==> config.mk <==
export PLATFORM = sky130hd
export DESIGN_NAME = mem_net_top
export DESIGN_NICKNAME = d
export VERILOG_FILES = /design/src/logic/mem_msg_pkg.sv /design/src/logic/net_msg_pkg.sv /design/src/logic/mem_req_to_net.sv /design/src/logic/mem_resp_to_net.sv /design/src/logic/net_xbar.sv /design/src/logic/mem_bank.sv /design/src/logic/mem_net_top.sv
export SDC_FILE = /design/constraint.sdc
export NUM_CORES = 2
export LEC_CHECK = 0
export ABC_AREA = 1
export BUFFER_PORTS_ARGS = -buffer_cell sky130_fd_sc_hd__buf_2
export CAP_MARGIN = 20
export CORE_AREA = 8 8 405 407
export CTS_CLUSTER_DIAMETER = 80
export DETAILED_ROUTE_END_ITERATION = 12
export DIE_AREA = 0 0 413 415
export GPL_ROUTABILITY_DRIVEN = 0
export PLACE_DENSITY = 0.63
export SLEW_MARGIN = 30
export SYNTH_ARGS = -nofsm -noshare
export SYNTH_HDL_FRONTEND = slang
export SYNTH_SLANG_ARGS = --single-unit
==> constraint.sdc <==
create_clock -name clk -period 6.4 [get_ports clk]
set_input_delay 0.32 -clock clk [delete_from_list [all_inputs] [get_ports clk]]
set_output_delay 0.32 -clock clk [all_outputs]
set_load 0.005 [all_outputs]
==> src/logic/mem_msg_pkg.sv <==
/*
  memory message definitions: field widths, type codes and bank geometry
*/

package mem_msg_pkg;

  // ==========================================================================
  // memory request / response fields
  // ==========================================================================

  // request and response share one type code
  typedef enum logic [1:0] {
    mem_read   = 2'd0,
    mem_write  = 2'd1,
    mem_dirmem = 2'd2
  } mem_type_t;

  // top bits of opaque carry the source core id while in flight
  localparam int mem_opaque_nbits = 8;
  localparam int mem_addr_nbits   = 32;
  localparam int mem_data_nbits   = 32;
  // len is always zero here, single word
  localparam int mem_len_nbits    = 2;

  // ==========================================================================
  // bank geometry
  // ==========================================================================

  localparam int bank_nwords     = 16;
  // words from this index up need the secure domain
  localparam int secure_word_lsb = 8;

endpackage

==> src/logic/net_msg_pkg.sv <==
/*
  network message definitions: source/dest fields and the control word,
  which is read either as a request header or as a response header
*/

package net_msg_pkg;

  import mem_msg_pkg::*;

  // two ports on each side
  localparam int net_srcdest_nbits = 1;

  // request view, as built by the request adapter
  typedef struct packed {
    logic [net_srcdest_nbits-1:0] dest;
    logic [net_srcdest_nbits-1:0] src;
    // 1 is the secure domain
    logic                         domain;
    logic                         spare;
    mem_type_t                    msg_type;
    logic [mem_opaque_nbits-1:0]  opaque;
    logic [mem_addr_nbits-1:0]    addr;
    logic [mem_len_nbits-1:0]     len;
  } net_req_hdr_t;

  // response view, no address so the tail is padding
  typedef struct packed {
    logic [net_srcdest_nbits-1:0] dest;
    logic [net_srcdest_nbits-1:0] src;
    logic                         domain;
    logic                         fail;
    mem_type_t                    msg_type;
    logic [mem_opaque_nbits-1:0]  opaque;
    logic [mem_len_nbits-1:0]     len;
    logic [mem_addr_nbits-1:0]    pad;
  } net_resp_hdr_t;

  // dest sits in the top bits in both views
  typedef union packed {
    net_req_hdr_t  req;
    net_resp_hdr_t resp;
  } net_ctrl_u;

  localparam int net_ctrl_nbits = $bits(net_ctrl_u);

endpackage

==> src/logic/mem_req_to_net.sv <==
/*
  memory request to network adapter: picks the bank, tags opaque with
  the core id and packs the request header
*/

`timescale 1ns/1ps

module mem_req_to_net
  import mem_msg_pkg::*, net_msg_pkg::*;
#(
  parameter int net_src     = 0,
  parameter int single_bank = 0
) (
  // 0 instruction, 1 data
  input  logic                        mode,
  input  logic                        domain,
  input  mem_type_t                   msg_type,
  input  logic [mem_opaque_nbits-1:0] opaque,
  input  logic [mem_addr_nbits-1:0]   addr,
  input  logic [mem_len_nbits-1:0]    len,
  input  logic [mem_data_nbits-1:0]   data,
  output net_ctrl_u                   net_ctrl,
  output logic [mem_data_nbits-1:0]   net_data
);

  // bank split points for each mode
  localparam logic [mem_addr_nbits-1:0] inst_split = 32'h0000_4000;
  localparam logic [mem_addr_nbits-1:0] data_split = 32'h0000_c000;
  localparam int                        low_nbits  = mem_opaque_nbits - net_srcdest_nbits;

  logic [net_srcdest_nbits-1:0] dest;

  // dirmem first, then single bank, then the per-mode split
  always_comb begin
    if (msg_type == mem_dirmem) begin
      dest = net_srcdest_nbits'(1);
    end else if (single_bank != 0) begin
      dest = '0;
    end else if (mode) begin
      dest = (addr < data_split) ? net_srcdest_nbits'(0) : net_srcdest_nbits'(1);
    end else begin
      dest = (addr < inst_split) ? net_srcdest_nbits'(0) : net_srcdest_nbits'(1);
    end
  end

  always_comb begin
    net_ctrl              = '0;
    net_ctrl.req.dest     = dest;
    net_ctrl.req.src      = net_srcdest_nbits'(net_src);
    net_ctrl.req.domain   = domain;
    net_ctrl.req.spare    = 1'b0;
    net_ctrl.req.msg_type = msg_type;
    // high opaque bits now name the core so the response finds its way back
    net_ctrl.req.opaque   = {net_srcdest_nbits'(net_src), opaque[low_nbits-1:0]};
    net_ctrl.req.addr     = addr;
    net_ctrl.req.len      = len;
  end

  assign net_data = data;

endmodule

==> src/logic/mem_resp_to_net.sv <==
/*
  memory response to network adapter: routes on the opaque high bits
  and packs the response header
*/

`timescale 1ns/1ps

module mem_resp_to_net
  import mem_msg_pkg::*, net_msg_pkg::*;
#(
  parameter int net_src = 0
) (
  input  mem_type_t                   msg_type,
  input  logic [mem_opaque_nbits-1:0] opaque,
  input  logic [mem_len_nbits-1:0]    len,
  input  logic [mem_data_nbits-1:0]   data,
  input  logic                        domain,
  input  logic                        fail,
  output net_ctrl_u                   net_ctrl,
  output logic [mem_data_nbits-1:0]   net_data
);

  localparam int low_nbits = mem_opaque_nbits - net_srcdest_nbits;

  always_comb begin
    net_ctrl               = '0;
    // core id was placed here by the request adapter
    net_ctrl.resp.dest     = opaque[mem_opaque_nbits-1 -: net_srcdest_nbits];
    net_ctrl.resp.src      = net_srcdest_nbits'(net_src);
    net_ctrl.resp.domain   = domain;
    net_ctrl.resp.fail     = fail;
    net_ctrl.resp.msg_type = msg_type;
    // clear the routing tag before it reaches the core
    net_ctrl.resp.opaque   = {{net_srcdest_nbits{1'b0}}, opaque[low_nbits-1:0]};
    net_ctrl.resp.len      = len;
    net_ctrl.resp.pad      = '0;
  end

  assign net_data = data;

endmodule

==> src/logic/net_xbar.sv <==
/*
  2x2 network crossbar with credit buffered inputs, round-robin arbitration
  per output and a downstream credit count per output
*/

`timescale 1ns/1ps

module net_xbar
  import mem_msg_pkg::*, net_msg_pkg::*;
#(
  parameter int buf_depth = 2
) (
  input  logic                      clk,
  input  logic                      rst_n,
  input  logic                      in_val     [2],
  input  net_ctrl_u                 in_ctrl    [2],
  input  logic [mem_data_nbits-1:0] in_data    [2],
  output logic                      in_credit  [2],
  output logic                      out_val    [2],
  output net_ctrl_u                 out_ctrl   [2],
  output logic [mem_data_nbits-1:0] out_data   [2],
  input  logic                      out_credit [2]
);

  localparam int ptr_nbits = (buf_depth > 1) ? $clog2(buf_depth) : 1;
  localparam int cnt_nbits = $clog2(buf_depth + 1);

  // input buffers, one FIFO per crossbar input
  net_ctrl_u                 fifo_ctrl [2][buf_depth];
  logic [mem_data_nbits-1:0] fifo_data [2][buf_depth];
  logic [ptr_nbits-1:0]      wr_ptr    [2];
  logic [ptr_nbits-1:0]      rd_ptr    [2];
  logic [cnt_nbits-1:0]      fill      [2];
  net_ctrl_u                 head_ctrl [2];
  logic [mem_data_nbits-1:0] head_data [2];

  // per output credit count and round-robin state
  // rr names the input that wins a tie
  logic [cnt_nbits-1:0]      credit    [2];
  logic                      rr        [2];
  logic                      sel       [2];
  logic [1:0]                cand      [2];

  function automatic logic [ptr_nbits-1:0] next_ptr(input logic [ptr_nbits-1:0] p);
    return (p == ptr_nbits'(buf_depth - 1)) ? '0 : p + 1'b1;
  endfunction

  // ==========================================================================
  // arbitration and output mux
  // ==========================================================================

  always_comb begin
    for (int i = 0; i < 2; i++) begin
      head_ctrl[i] = fifo_ctrl[i][rd_ptr[i]];
      head_data[i] = fifo_data[i][rd_ptr[i]];
    end
    for (int o = 0; o < 2; o++) begin
      // dest sits at the same place in both views so the req view serves both
      for (int i = 0; i < 2; i++) begin
        cand[o][i] = (fill[i] != '0) && (head_ctrl[i].req.dest == net_srcdest_nbits'(o));
      end
      sel[o]      = cand[o][rr[o]] ? rr[o] : ~rr[o];
      out_val[o]  = (cand[o] != 2'b00) && (credit[o] != '0);
      out_ctrl[o] = head_ctrl[sel[o]];
      out_data[o] = head_data[sel[o]];
    end
    // a head leaves on the cycle its output fires and its slot credit goes back
    for (int i = 0; i < 2; i++) begin
      in_credit[i] = (out_val[0] && (sel[0] == 1'(i))) || (out_val[1] && (sel[1] == 1'(i)));
    end
  end

  // ==========================================================================
  // buffer pointers, credit counters, round-robin state
  // ==========================================================================

  always_ff @(posedge clk or negedge rst_n) begin
    if (!rst_n) begin
      for (int i = 0; i < 2; i++) begin
        wr_ptr[i] <= '0;
        rd_ptr[i] <= '0;
        fill[i]   <= '0;
        credit[i] <= cnt_nbits'(buf_depth);
        rr[i]     <= 1'b0;
      end
    end else begin
      for (int i = 0; i < 2; i++) begin
        if (in_val[i]) begin
          wr_ptr[i] <= next_ptr(wr_ptr[i]);
        end
        if (in_credit[i]) begin
          rd_ptr[i] <= next_ptr(rd_ptr[i]);
        end
        if (in_val[i] && !in_credit[i]) begin
          fill[i] <= fill[i] + 1'b1;
        end else if (!in_val[i] && in_credit[i]) begin
          fill[i] <= fill[i] - 1'b1;
        end
      end
      for (int o = 0; o < 2; o++) begin
        if (out_val[o] && !out_credit[o]) begin
          credit[o] <= credit[o] - 1'b1;
        end else if (!out_val[o] && out_credit[o]) begin
          credit[o] <= credit[o] + 1'b1;
        end
        // loser of this round gets priority next time
        if (out_val[o]) begin
          rr[o] <= ~sel[o];
        end
      end
    end
  end

  always_ff @(posedge clk) begin
    for (int i = 0; i < 2; i++) begin
      if (in_val[i]) begin
        fifo_ctrl[i][wr_ptr[i]] <= in_ctrl[i];
        fifo_data[i][wr_ptr[i]] <= in_data[i];
      end
    end
  end

  for (genvar k = 0; k < 2; k++) begin : g_chk
    // upstream credit keeps the buffer from overflowing
    a_no_push_full: assert property (@(posedge clk) disable iff (!rst_n)
      in_val[k] |-> fill[k] != cnt_nbits'(buf_depth));
    // downstream never hands back more credit than it was given
    a_credit_limit: assert property (@(posedge clk) disable iff (!rst_n)
      out_credit[k] && !out_val[k] |-> credit[k] != cnt_nbits'(buf_depth));
  end

endmodule

==> src/logic/mem_bank.sv <==
/*
  16-word memory bank with secure-domain check and a one-entry
  response register sent under response credit
*/

`timescale 1ns/1ps

module mem_bank
  import mem_msg_pkg::*, net_msg_pkg::*;
#(
  parameter int bank_id   = 0,
  parameter int buf_depth = 2
) (
  input  logic                        clk,
  input  logic                        rst_n,
  input  logic                        req_val,
  input  net_ctrl_u                   req_ctrl,
  input  logic [mem_data_nbits-1:0]   req_data,
  output logic                        req_credit,
  output logic                        resp_val,
  output mem_type_t                   resp_type,
  output logic [mem_opaque_nbits-1:0] resp_opaque,
  output logic [mem_len_nbits-1:0]    resp_len,
  output logic [mem_data_nbits-1:0]   resp_data,
  output logic                        resp_domain,
  output logic                        resp_fail,
  input  logic                        resp_credit
);

  localparam int idx_nbits = $clog2(bank_nwords);
  localparam int cnt_nbits = $clog2(buf_depth + 1);

  logic [mem_data_nbits-1:0] mem [bank_nwords];
  logic [idx_nbits-1:0]      idx;
  logic                      fail;
  logic                      full;
  // credits toward the response crossbar input
  logic [cnt_nbits-1:0]      credit;
  // upstream starts with buf_depth credits but there is one slot here,
  // so the first buf_depth-1 returns are kept back
  logic [cnt_nbits-1:0]      debt;

  // word index from addr[5:2]
  assign idx  = req_ctrl.req.addr[2 +: idx_nbits];
  // non-secure access to the upper half is refused
  assign fail = !req_ctrl.req.domain && (idx >= idx_nbits'(secure_word_lsb));

  assign resp_val   = full && (credit != '0);
  // request credit is returned only when the slot drains
  assign req_credit = resp_val && (debt == '0);

  always_ff @(posedge clk or negedge rst_n) begin
    if (!rst_n) begin
      full   <= 1'b0;
      credit <= cnt_nbits'(buf_depth);
      debt   <= cnt_nbits'(buf_depth - 1);
      for (int w = 0; w < bank_nwords; w++) begin
        mem[w] <= '0;
      end
    end else begin
      if (req_val) begin
        full <= 1'b1;
      end else if (resp_val) begin
        full <= 1'b0;
      end
      if (resp_val && !resp_credit) begin
        credit <= credit - 1'b1;
      end else if (!resp_val && resp_credit) begin
        credit <= credit + 1'b1;
      end
      if (resp_val && (debt != '0)) begin
        debt <= debt - 1'b1;
      end
      // failed writes leave the word untouched
      if (req_val && (req_ctrl.req.msg_type == mem_write) && !fail) begin
        mem[idx] <= req_data;
      end
    end
  end

  // response payload, dirmem reads like a plain read
  always_ff @(posedge clk) begin
    if (req_val) begin
      resp_type   <= req_ctrl.req.msg_type;
      resp_opaque <= req_ctrl.req.opaque;
      resp_len    <= req_ctrl.req.len;
      resp_domain <= req_ctrl.req.domain;
      resp_fail   <= fail;
      if (fail || (req_ctrl.req.msg_type == mem_write)) begin
        resp_data <= '0;
      end else begin
        resp_data <= mem[idx];
      end
    end
  end

  // the held-back credits keep a stalled slot from being overrun
  a_no_overrun: assert property (@(posedge clk) disable iff (!rst_n)
    req_val |-> !full || resp_val);
  // request crossbar only delivers traffic meant for this bank
  a_dest_match: assert property (@(posedge clk) disable iff (!rst_n)
    req_val |-> req_ctrl.req.dest == net_srcdest_nbits'(bank_id));

endmodule

==> src/logic/mem_net_top.sv <==
/*
  two-core, two-bank memory interconnect: request adapters and crossbar,
  banks, response adapters and crossbar
*/

`timescale 1ns/1ps

module mem_net_top
  import mem_msg_pkg::*, net_msg_pkg::*;
#(
  parameter int single_bank = 0,
  parameter int buf_depth   = 2
) (
  input  logic                        clk,
  input  logic                        rst_n,
  // core request ports, index is the core id
  input  logic                        req_val     [2],
  input  mem_type_t                   req_type    [2],
  input  logic [mem_opaque_nbits-1:0] req_opaque  [2],
  input  logic [mem_addr_nbits-1:0]   req_addr    [2],
  input  logic [mem_len_nbits-1:0]    req_len     [2],
  input  logic [mem_data_nbits-1:0]   req_data    [2],
  input  logic                        req_mode    [2],
  input  logic                        req_domain  [2],
  output logic                        req_credit  [2],
  // core response ports
  output logic                        resp_val    [2],
  output mem_type_t                   resp_type   [2],
  output logic [mem_opaque_nbits-1:0] resp_opaque [2],
  output logic [mem_len_nbits-1:0]    resp_len    [2],
  output logic [mem_data_nbits-1:0]   resp_data   [2],
  output logic                        resp_domain [2],
  output logic                        resp_fail   [2],
  input  logic                        resp_credit [2]
);

  // request side links
  net_ctrl_u                 rq_ctrl    [2];
  logic [mem_data_nbits-1:0] rq_data    [2];
  logic                      bk_val     [2];
  net_ctrl_u                 bk_ctrl    [2];
  logic [mem_data_nbits-1:0] bk_data    [2];
  logic                      bk_credit  [2];
  // response side links
  logic                      rs_val     [2];
  net_ctrl_u                 rs_ctrl    [2];
  logic [mem_data_nbits-1:0] rs_data    [2];
  logic                      rs_credit  [2];
  net_ctrl_u                 core_ctrl  [2];

  net_xbar #(.buf_depth(buf_depth)) req_xbar (
    .clk, .rst_n,
    .in_val(req_val), .in_ctrl(rq_ctrl), .in_data(rq_data), .in_credit(req_credit),
    .out_val(bk_val), .out_ctrl(bk_ctrl), .out_data(bk_data), .out_credit(bk_credit)
  );

  net_xbar #(.buf_depth(buf_depth)) resp_xbar (
    .clk, .rst_n,
    .in_val(rs_val), .in_ctrl(rs_ctrl), .in_data(rs_data), .in_credit(rs_credit),
    .out_val(resp_val), .out_ctrl(core_ctrl), .out_data(resp_data), .out_credit(resp_credit)
  );

  // index i is core i on the request side and bank i on the response side
  for (genvar i = 0; i < 2; i++) begin : g_slice
    mem_type_t                   b_type;
    logic [mem_opaque_nbits-1:0] b_opaque;
    logic [mem_len_nbits-1:0]    b_len;
    logic [mem_data_nbits-1:0]   b_data;
    logic                        b_domain;
    logic                        b_fail;

    mem_req_to_net #(.net_src(i), .single_bank(single_bank)) u_req_adapt (
      .mode(req_mode[i]), .domain(req_domain[i]), .msg_type(req_type[i]),
      .opaque(req_opaque[i]), .addr(req_addr[i]), .len(req_len[i]), .data(req_data[i]),
      .net_ctrl(rq_ctrl[i]), .net_data(rq_data[i])
    );

    mem_bank #(.bank_id(i), .buf_depth(buf_depth)) u_bank (
      .clk, .rst_n,
      .req_val(bk_val[i]), .req_ctrl(bk_ctrl[i]), .req_data(bk_data[i]),
      .req_credit(bk_credit[i]),
      .resp_val(rs_val[i]), .resp_type(b_type), .resp_opaque(b_opaque), .resp_len(b_len),
      .resp_data(b_data), .resp_domain(b_domain), .resp_fail(b_fail),
      .resp_credit(rs_credit[i])
    );

    mem_resp_to_net #(.net_src(i)) u_resp_adapt (
      .msg_type(b_type), .opaque(b_opaque), .len(b_len), .data(b_data),
      .domain(b_domain), .fail(b_fail),
      .net_ctrl(rs_ctrl[i]), .net_data(rs_data[i])
    );

    // core side reads the response view
    assign resp_type[i]   = core_ctrl[i].resp.msg_type;
    assign resp_opaque[i] = core_ctrl[i].resp.opaque;
    assign resp_len[i]    = core_ctrl[i].resp.len;
    assign resp_domain[i] = core_ctrl[i].resp.domain;
    assign resp_fail[i]   = core_ctrl[i].resp.fail;
  end

endmodule

-- Word level (Yosys, flattened, before mapping)
Memory sizes are Yosys's and may differ from the RTL's.
Index checks and enable logic that the tools add are counted.
- bits in registers: 1154
- memory bits (writable): 504
- input bits: 162
- output and inout bits: 96
- logic and storage cells: 412
- memories kept: 4
- memories (memory ; depth ; bits a word ; read ports ; clocked after memory_dff ; write ports ; RTL line ; source):
    req_xbar.fifo_ctrl ; 2 ; 94 ; 2 ; 0 ; 2 ; net_xbar.sv:29 ; net_ctrl_u fifo_ctrl [2][buf_depth];
    req_xbar.fifo_data ; 2 ; 64 ; 2 ; 0 ; 2 ; net_xbar.sv:30 ; logic [mem_data_nbits-1:0] fifo_data [2][buf_depth];
    resp_xbar.fifo_data ; 2 ; 64 ; 2 ; 0 ; 2 ; net_xbar.sv:30 ;
    resp_xbar.fifo_ctrl ; 2 ; 30 ; 2 ; 0 ; 2 ; net_xbar.sv:29 ;
- add/subtract/negate cells: 30
- order comparisons: 30
- equality and inequality tests: 4
- multiplexer cells: 140
- bitwise operators: 26
- reduce and logical (&&, ||, !) cells: 108
- operator list (operator ; count):
    32-bit 2-to-1 mux ; 34
    512-bit bitwise mux ; 2
    48-bit 2-to-1 mux ; 16
    46-bit 2-to-1 mux ; 12
    96-bit 2-to-1 mux ; 4
    32-bit binary-select mux with 4-bit select ; 2
    32-bit demux with 4-bit select ; 2
    64-bit 2-to-1 mux ; 4
    48-bit demux with 1-bit select ; 4
    32-bit demux with 1-bit select ; 4
    32-bit by 15-bit < comparator with 1-bit output (second input constant) ; 2
    32-bit by 16-bit < comparator with 1-bit output (second input constant) ; 2
    1-bit logical AND ; 54
    2-bit nonzero test ; 26
    2-bit 2-to-1 mux ; 20
    1-bit 2-to-1 mux ; 36
    2-bit greater-or-equal comparator (second input constant) ; 12
    1-bit NOT with 2-bit output ; 12
    2-bit by 1-bit subtractor with 2-bit output (second input constant) ; 12
    2-bit by 1-bit adder with 2-bit output (second input constant) ; 10
    1-bit logical NOT ; 20
    1-bit NOT ; 12
    5-bit greater-or-equal comparator (second input constant) ; 2
    5-bit by 1-bit < comparator with 1-bit output (second input constant) ; 2
    other kinds (9) ; 32

-- Depth between registers and ports, before layout
- word-level depth: 19
- gate-level depth with buffers: 20
- mapped depth without buffers: 16

-- By module
From an unflattened synthesis, not the netlist that was laid out.
- cell total of the unflattened synthesis: 9252
- area total of the unflattened synthesis: 82312.7 um2
- modules (own cells, without submodules) (module ; instances ; cells an instance ; area an instance (um2) ; sequential area each (um2)):
    mem_bank (g_slice[1].u_bank) ; 1 ; 3314 ; 26008.7 ; 14321.2
    mem_bank (g_slice[0].u_bank) ; 1 ; 3314 ; 25687.1 ; 14321.2
    net_xbar (resp_xbar) ; 1 ; 1128 ; 14087.3 ; 9962.1
    net_xbar (req_xbar) ; 1 ; 1128 ; 13939.6 ; 9962.1
    mem_req_to_net (g_slice[1].u_req_adapt) ; 1 ; 103 ; 690.7 ; 0.0
    mem_req_to_net (g_slice[0].u_req_adapt) ; 1 ; 102 ; 686.9 ; 0.0
    mem_resp_to_net (g_slice[1].u_resp_adapt) ; 1 ; 82 ; 608.1 ; 0.0
    mem_resp_to_net (g_slice[0].u_resp_adapt) ; 1 ; 81 ; 604.3 ; 0.0

-- Least setup slack after synthesis
Ideal clock, no wire load.
- path type: flip-flop to flip-flop
- from: register g_slice[0].u_bank.credit[1]
- to: memory resp_xbar.fifo_ctrl[0][0] in the netlist's numbering (enable)
- library setup time: 0.451 ns
- arrival time: 2.906 ns
- data required time: 5.949 ns
- slack: 3.043 ns
- cell stages (with the launch flop): 5
- path buffers: 0
- clock period less this slack: 3.357 ns
- path through: dfstp_2 inv_1 a21oi_1 inv_1 nor2_1
- RTL lines (what ; RTL line ; source):
    start, declared ; mem_bank.sv:38 ; logic [cnt_nbits-1:0] credit;
    start signal, assigned ; mem_bank.sv:55 ; credit <= cnt_nbits'(buf_depth);
    start signal, assigned ; mem_bank.sv:67 ; credit <= credit - 1'b1;
    start signal, assigned ; mem_bank.sv:69 ; credit <= credit + 1'b1;
    end, declared ; net_xbar.sv:29 ;

-- Worst setup path after layout
- from: register req_xbar.rd_ptr[1] in the netlist's numbering
- to: register g_slice[0].u_bank.mem[362] in the netlist's numbering
- word-level cells in the longest chain between the ends: 19
- elaborated cells on any way between the ends: 35
- those cells by class: order compare (3); eq/ne (1); mux (18); bitwise (4); reduce/logical (9)
- ends and longest elaborated chain (what ; RTL line ; source):
    start, declared ; net_xbar.sv:32 ; logic [ptr_nbits-1:0] rd_ptr [2];
    start signal, assigned by index ; net_xbar.sv:92 ; rd_ptr[i] <= next_ptr(rd_ptr[i]);
    1-bit NOT with 2-bit output (not written as such) (*) ; net_xbar.sv:54, net_xbar.sv:55 ;
    48-bit 2-to-1 mux (not written as such) (3 in a row) ; net_xbar.sv:54 ; head_ctrl[i] = fifo_ctrl[i][rd_ptr[i]];
    1-bit NOT ; net_xbar.sv:60 ; cand[o][i] = (fill[i] != '0) && (head_ctrl[i].req.dest == net_srcdest_nbits'(o));
    1-bit logical AND ; net_xbar.sv:60 ;
    1-bit 2-to-1 mux (not written as such) (2 in a row) ; net_xbar.sv:62 ; sel[o] = cand[o][rr[o]] ? rr[o] : ~rr[o];
    1-bit 2-to-1 mux ; net_xbar.sv:62 ;
    1-bit NOT with 2-bit output (not written as such) ; net_xbar.sv:64, net_xbar.sv:65 ;
    46-bit 2-to-1 mux (not written as such) (3 in a row) ; net_xbar.sv:64 ; out_ctrl[o] = head_ctrl[sel[o]];
    4-bit NOT with 5-bit output (not written as such) ; mem_bank.sv:76 ; mem[idx] <= req_data;
    5-bit greater-or-equal comparator (not written as such) / 5-bit by 1-bit < comparator with 1-bit output (equally long branches) ; mem_bank.sv:76 ;
    1-bit logical AND (not written as such) ; mem_bank.sv:76 ;
    32-bit 2-to-1 mux (not written as such) ; mem_bank.sv:76 ;
    32-bit demux with 4-bit select ; mem_bank.sv:76 ;
    512-bit bitwise mux ; mem_bank.sv:76 ;
    end signal, assigned by index ; mem_bank.sv:76 ;
    end, declared ; mem_bank.sv:33 ; logic [mem_data_nbits-1:0] mem [bank_nwords];
Every way passes the cells marked *; elsewhere a longest branch is shown, timed or not. The select of a mux whose other input is x is not followed.
A chain may end at the register's enable or synchronous reset.

==> impl_metrics.py <==
metrics = {
    "grt": {
        "grt_first_pass_wirelength_mm": 341,
        "grt_antenna_before_repair": 9,
        "global_route.usage.total": 0.256,
        "grt_remaining_overflow": 0,
        "grt_pass1_vias": 55100,
        "maximum_number_of_pins_on_one_net_before_global_route_repair": 181,
    },
    "cts": {
        "tritoncts": "built",
        "htree_levels": 4,
        "cts.clk_slew.worst_paths_ns": 0.06,
        "post-cts-setup-buffer-count": 0,
        "cts_made_buffers": 167,
        "cts_max_path_buffers": 3,
        "cts.root.buffer_cell": "sky130_fd_sc_hd__clkbuf_16",
        "clock-sinks": 1536,
        "clkLatencyLatePin_ns": 0.81,
    },
    "hold_path": {
        "timing.hold.worst.class": "primary input to register",
    },
    "sta": {
        "fin_setup_tns_ns": 0,
        "finClkSkew_ns": 0.0324,
        "finalHoldViolCount": 0,
        "report.final.setup_viol": 0,
        "whs_ns": 0.246,
        "fmax_mhz": 219,
        "timing.slew.headroom": 0.331,
        "tightestPinTransition_ns": 1.00,
        "final.period_utilization": 0.714,
        "final-max-slew-violation-count": 0,
        "final.min_clock_period_ns": 4.57,
        "grt_setup_unrepaired": "false",
    },
    "detailed_routing": {
        "firstDrtPassIters": 6,
        "drc": 0,
        "route.detailed.wl_per_inst_um": 20.8,
        "antenna_violating_nets_post_route": 0,
        "vias": 58700,
        "avgViaCountPerCell": 5.46,
        "wirelength_mm": 223,
        "drtIter0Drc": 6492,
    },
    "final_layout": {
        "area.sequential_sq_um": 40800,
        "utilization": 0.506,
        "multiInputGateArea_sq_um": 26600,
        "design.final.nets": 8718,
        "layout_cells_sized_above_1": 0.0853,
        "fill_cell_count": 14800,
        "area_growth_syn_to_layout_pct": 13.1,
        "stdcell_count": 10800,
    },
    "synthesis": {
        "yosysTopAreaCell": "sky130_fd_sc_hd__dfrtp_1",
        "count_of_flip_flops_with_a_built_in_enable_after_synthesis": 472,
        "async_reset_ff_frac": 0.691,
        "synth.cells.most_frequent": "sky130_fd_sc_hd__nand2_1 (4056), sky130_fd_sc_hd__dfrtp_1 (1054), sky130_fd_sc_hd__nand3_1 (748)",
        "synth.ff_latch_count": 1536,
        "post-synth-top-count-cell": "sky130_fd_sc_hd__nand2_1",
        "post_synth_inst_count": 8502,
        "post_synth_num_cell_types": 41,
        "synth.cell_area_sq_um": 70500,
        "post_synth_main_area_contributors": "sky130_fd_sc_hd__dfrtp_1 (37%), sky130_fd_sc_hd__nand2_1 (22%), sky130_fd_sc_hd__edfxtp_1 (20%)",
        "synth_seq_area_share": 0.579,
        "synthesis.area_per_instance_sq_um": 8.29,
        "synth.top_cell.area_share": 0.374,
        "ys_dominant_reg_cell": "sky130_fd_sc_hd__dfrtp_1",
        "yosys_warnings": 0,
    },
    "floorplan": {
        "placement_row_count": 146,
        "initial_utilization": 0.448,
        "chipHeight_um": 415,
        "ioPinCount": 258,
        "design.core.area_sq_um": 157000,
        "die_area_sq_um": 171000,
        "die_w_um": 413,
    },
    "pwr": {
        "power_density_nw_per_um2": 307,
        "leakagePower_nw": 37.7,
        "worst_ir_drop_vdd_mv": 0.317,
    },
    "outcome": {
        "outcome": "complete, no violations",
    },
    "setup_path": {
        "critPathTopFamily": "simple AND/OR/NAND/NOR gates",
        "cp_data_arrival_time_ns": 5.20,
        "crit-reg2reg-capture": "g_slice[0].u_bank.mem[362]",
        "timing.critical_path.to_type": "register",
        "r2r_setup_slack_ns": 1.83,
        "cp_max_fo": 67,
        "max_stage_delay_ns": 0.78,
        "setup.worst_path.start": "req_xbar.rd_ptr[1]",
        "crit_slowest_cell": "sky130_fd_sc_hd__o21ai_0",
        "crit_path_start_kind": "register",
        "number_of_buffers_and_inverters_on_the_critical_path": 1,
        "required_ns": 7.03,
        "worstPathCellList": "o21ai_0 -> nand3_4 -> nand2_8 -> nand2_1 -> nor2_1 -> nand2_2 -> buf_4 -> nand2_1 -> o21ai_0",
        "rr_startpoint": "req_xbar.rd_ptr[1]",
        "crit_path_kind": "register to register",
        "ff2ff_path_depth": 9,
        "crit_cells": 9,
        "crit_path_end": "g_slice[0].u_bank.mem[362]",
    },
    "place": {
        "portBuffers": 233,
        "dp_hpwl_mm": 138,
        "numPlacedInstances": 10300,
    },
    "run": {
        "max_capacitance_violation_count": 0,
    },
}
==> registers in the layout, summed over array words and instances, names as in the netlist <==
signal / flops
g_slice.u_bank.mem: 1024
req_xbar.fifo_data: 128
resp_xbar.fifo_data: 128
req_xbar.fifo_ctrl: 70
g_slice.u_bank.resp_data: 64
resp_xbar.fifo_ctrl: 56
g_slice.u_bank.resp_opaque: 16
g_slice.u_bank.credit: 4
g_slice.u_bank.debt: 4
g_slice.u_bank.resp_len: 4
g_slice.u_bank.resp_type: 4
req_xbar.credit: 4
req_xbar.fill: 4
resp_xbar.credit: 4
resp_xbar.fill: 4
g_slice.u_bank.full: 2
g_slice.u_bank.resp_domain: 2
g_slice.u_bank.resp_fail: 2
req_xbar.rd_ptr: 2
req_xbar.rr: 2
req_xbar.wr_ptr: 2
resp_xbar.rd_ptr: 2
resp_xbar.rr: 2
resp_xbar.wr_ptr: 2
==> how the worst min path moves through the flow <==
stage / endpoint / from / slack, ns / depth (start not counted)
final: req_xbar.fifo_data[0][19] / req_data[51] / 0.25 / 2
after global routing: req_xbar.fifo_data[0][1] / req_data[33] / 0.24 / 2
after CTS: g_slice[1].u_bank.mem[368] / rst_n / 0.15 / 2
after detailed placement: g_slice[1].u_bank.mem[368] / rst_n / 0.41 / 1
after global placement: g_slice[1].u_bank.mem[368] / rst_n / 0.42 / 1
after floorplan: g_slice[0].u_bank.credit[0] / rst_n / 0.02 / 0
==> where the power goes <==
part           switching (W)  internal (W)
clock network        0.00398       0.00569
registers          0.0000769        0.0104
logic                0.00372      0.000573
total                0.00777        0.0167
==> cell families (layout without fill, tap and decap cells) <==
logic type	after synthesis	count (layout)	synth area share
AOI/OAI and AO/OA	1042	1042	0.0771
xor gates and xnor gates	28	28	0.00348
adders and majority gates	9	9	0.00160
buffers and inverters	794	971	0.0472
DFF	1536	1536	0.579
muxes	50	50	0.00710
other	1	6	0.0000532
and+or+nand+nor	5042	5042	0.285
==> timing repair <==
action,in CTS,in global routing
hold buffers,107,1
hold endpoints to repair,323,20
endpoints found under the setup margin,0,0
gates resized for setup,0,0
==> layout by cell type (no fill, tap or decap), drive strengths merged <==
master and count:
ha 9, xnor2 12, xor2 16, dfxtp 2, nor3 2, nor2 187
o2111ai 2, o21a 65, o211a 2, o22ai 2, buf 374, o21bai 1
dfrtp 1054, inv 193, clkbuf 239, nor4 8, dlygate4sd3 108, a21oi 17
bufinv 12, nand2 4084, o21ai 953, clkinvlp 2, conb 2, edfxtp 472
dfstp 8, nand3 753, mux2i 50, diode 4, or2 8, clkinv 43
==> through the flow <==
step / setup slack, ns / total power, W / cell area [sq um]
4_1_cts: 1.86 / 0.0245 / 79600
5_1_grt: 1.60 / 0.0253 / 79700
6_report: 1.83 / 0.0245 / 79700
3_3_place_gp: 1.78 / 0.0148 / 73100
2_1_floorplan: 3.04 / 0.0130 / 70500
3_5_place_dp: 1.87 / 0.0149 / 73100
==> layer usage <==
layer	vias up	GRT usage	wire length (um)
met5	-	0	41
met1	28300	0.376	98000
met4	6	0.0749	6020
met2	2594	0.386	98100
met3	370	0.0485	21100
li1	27500	-	-
==> cell type report <==
cell class	instances	area share
diodes	4	0.000126
clock buffers	239	0.0602
clock inverters	63	0.00835
inverters	187	0.00890
multi-input cells	6173	0.334
flip-flops and latches	1536	0.512
well taps	2072	0.0325
repair buffers	482	0.0446
No activity file was read; power rests on OpenSTA's default activity.
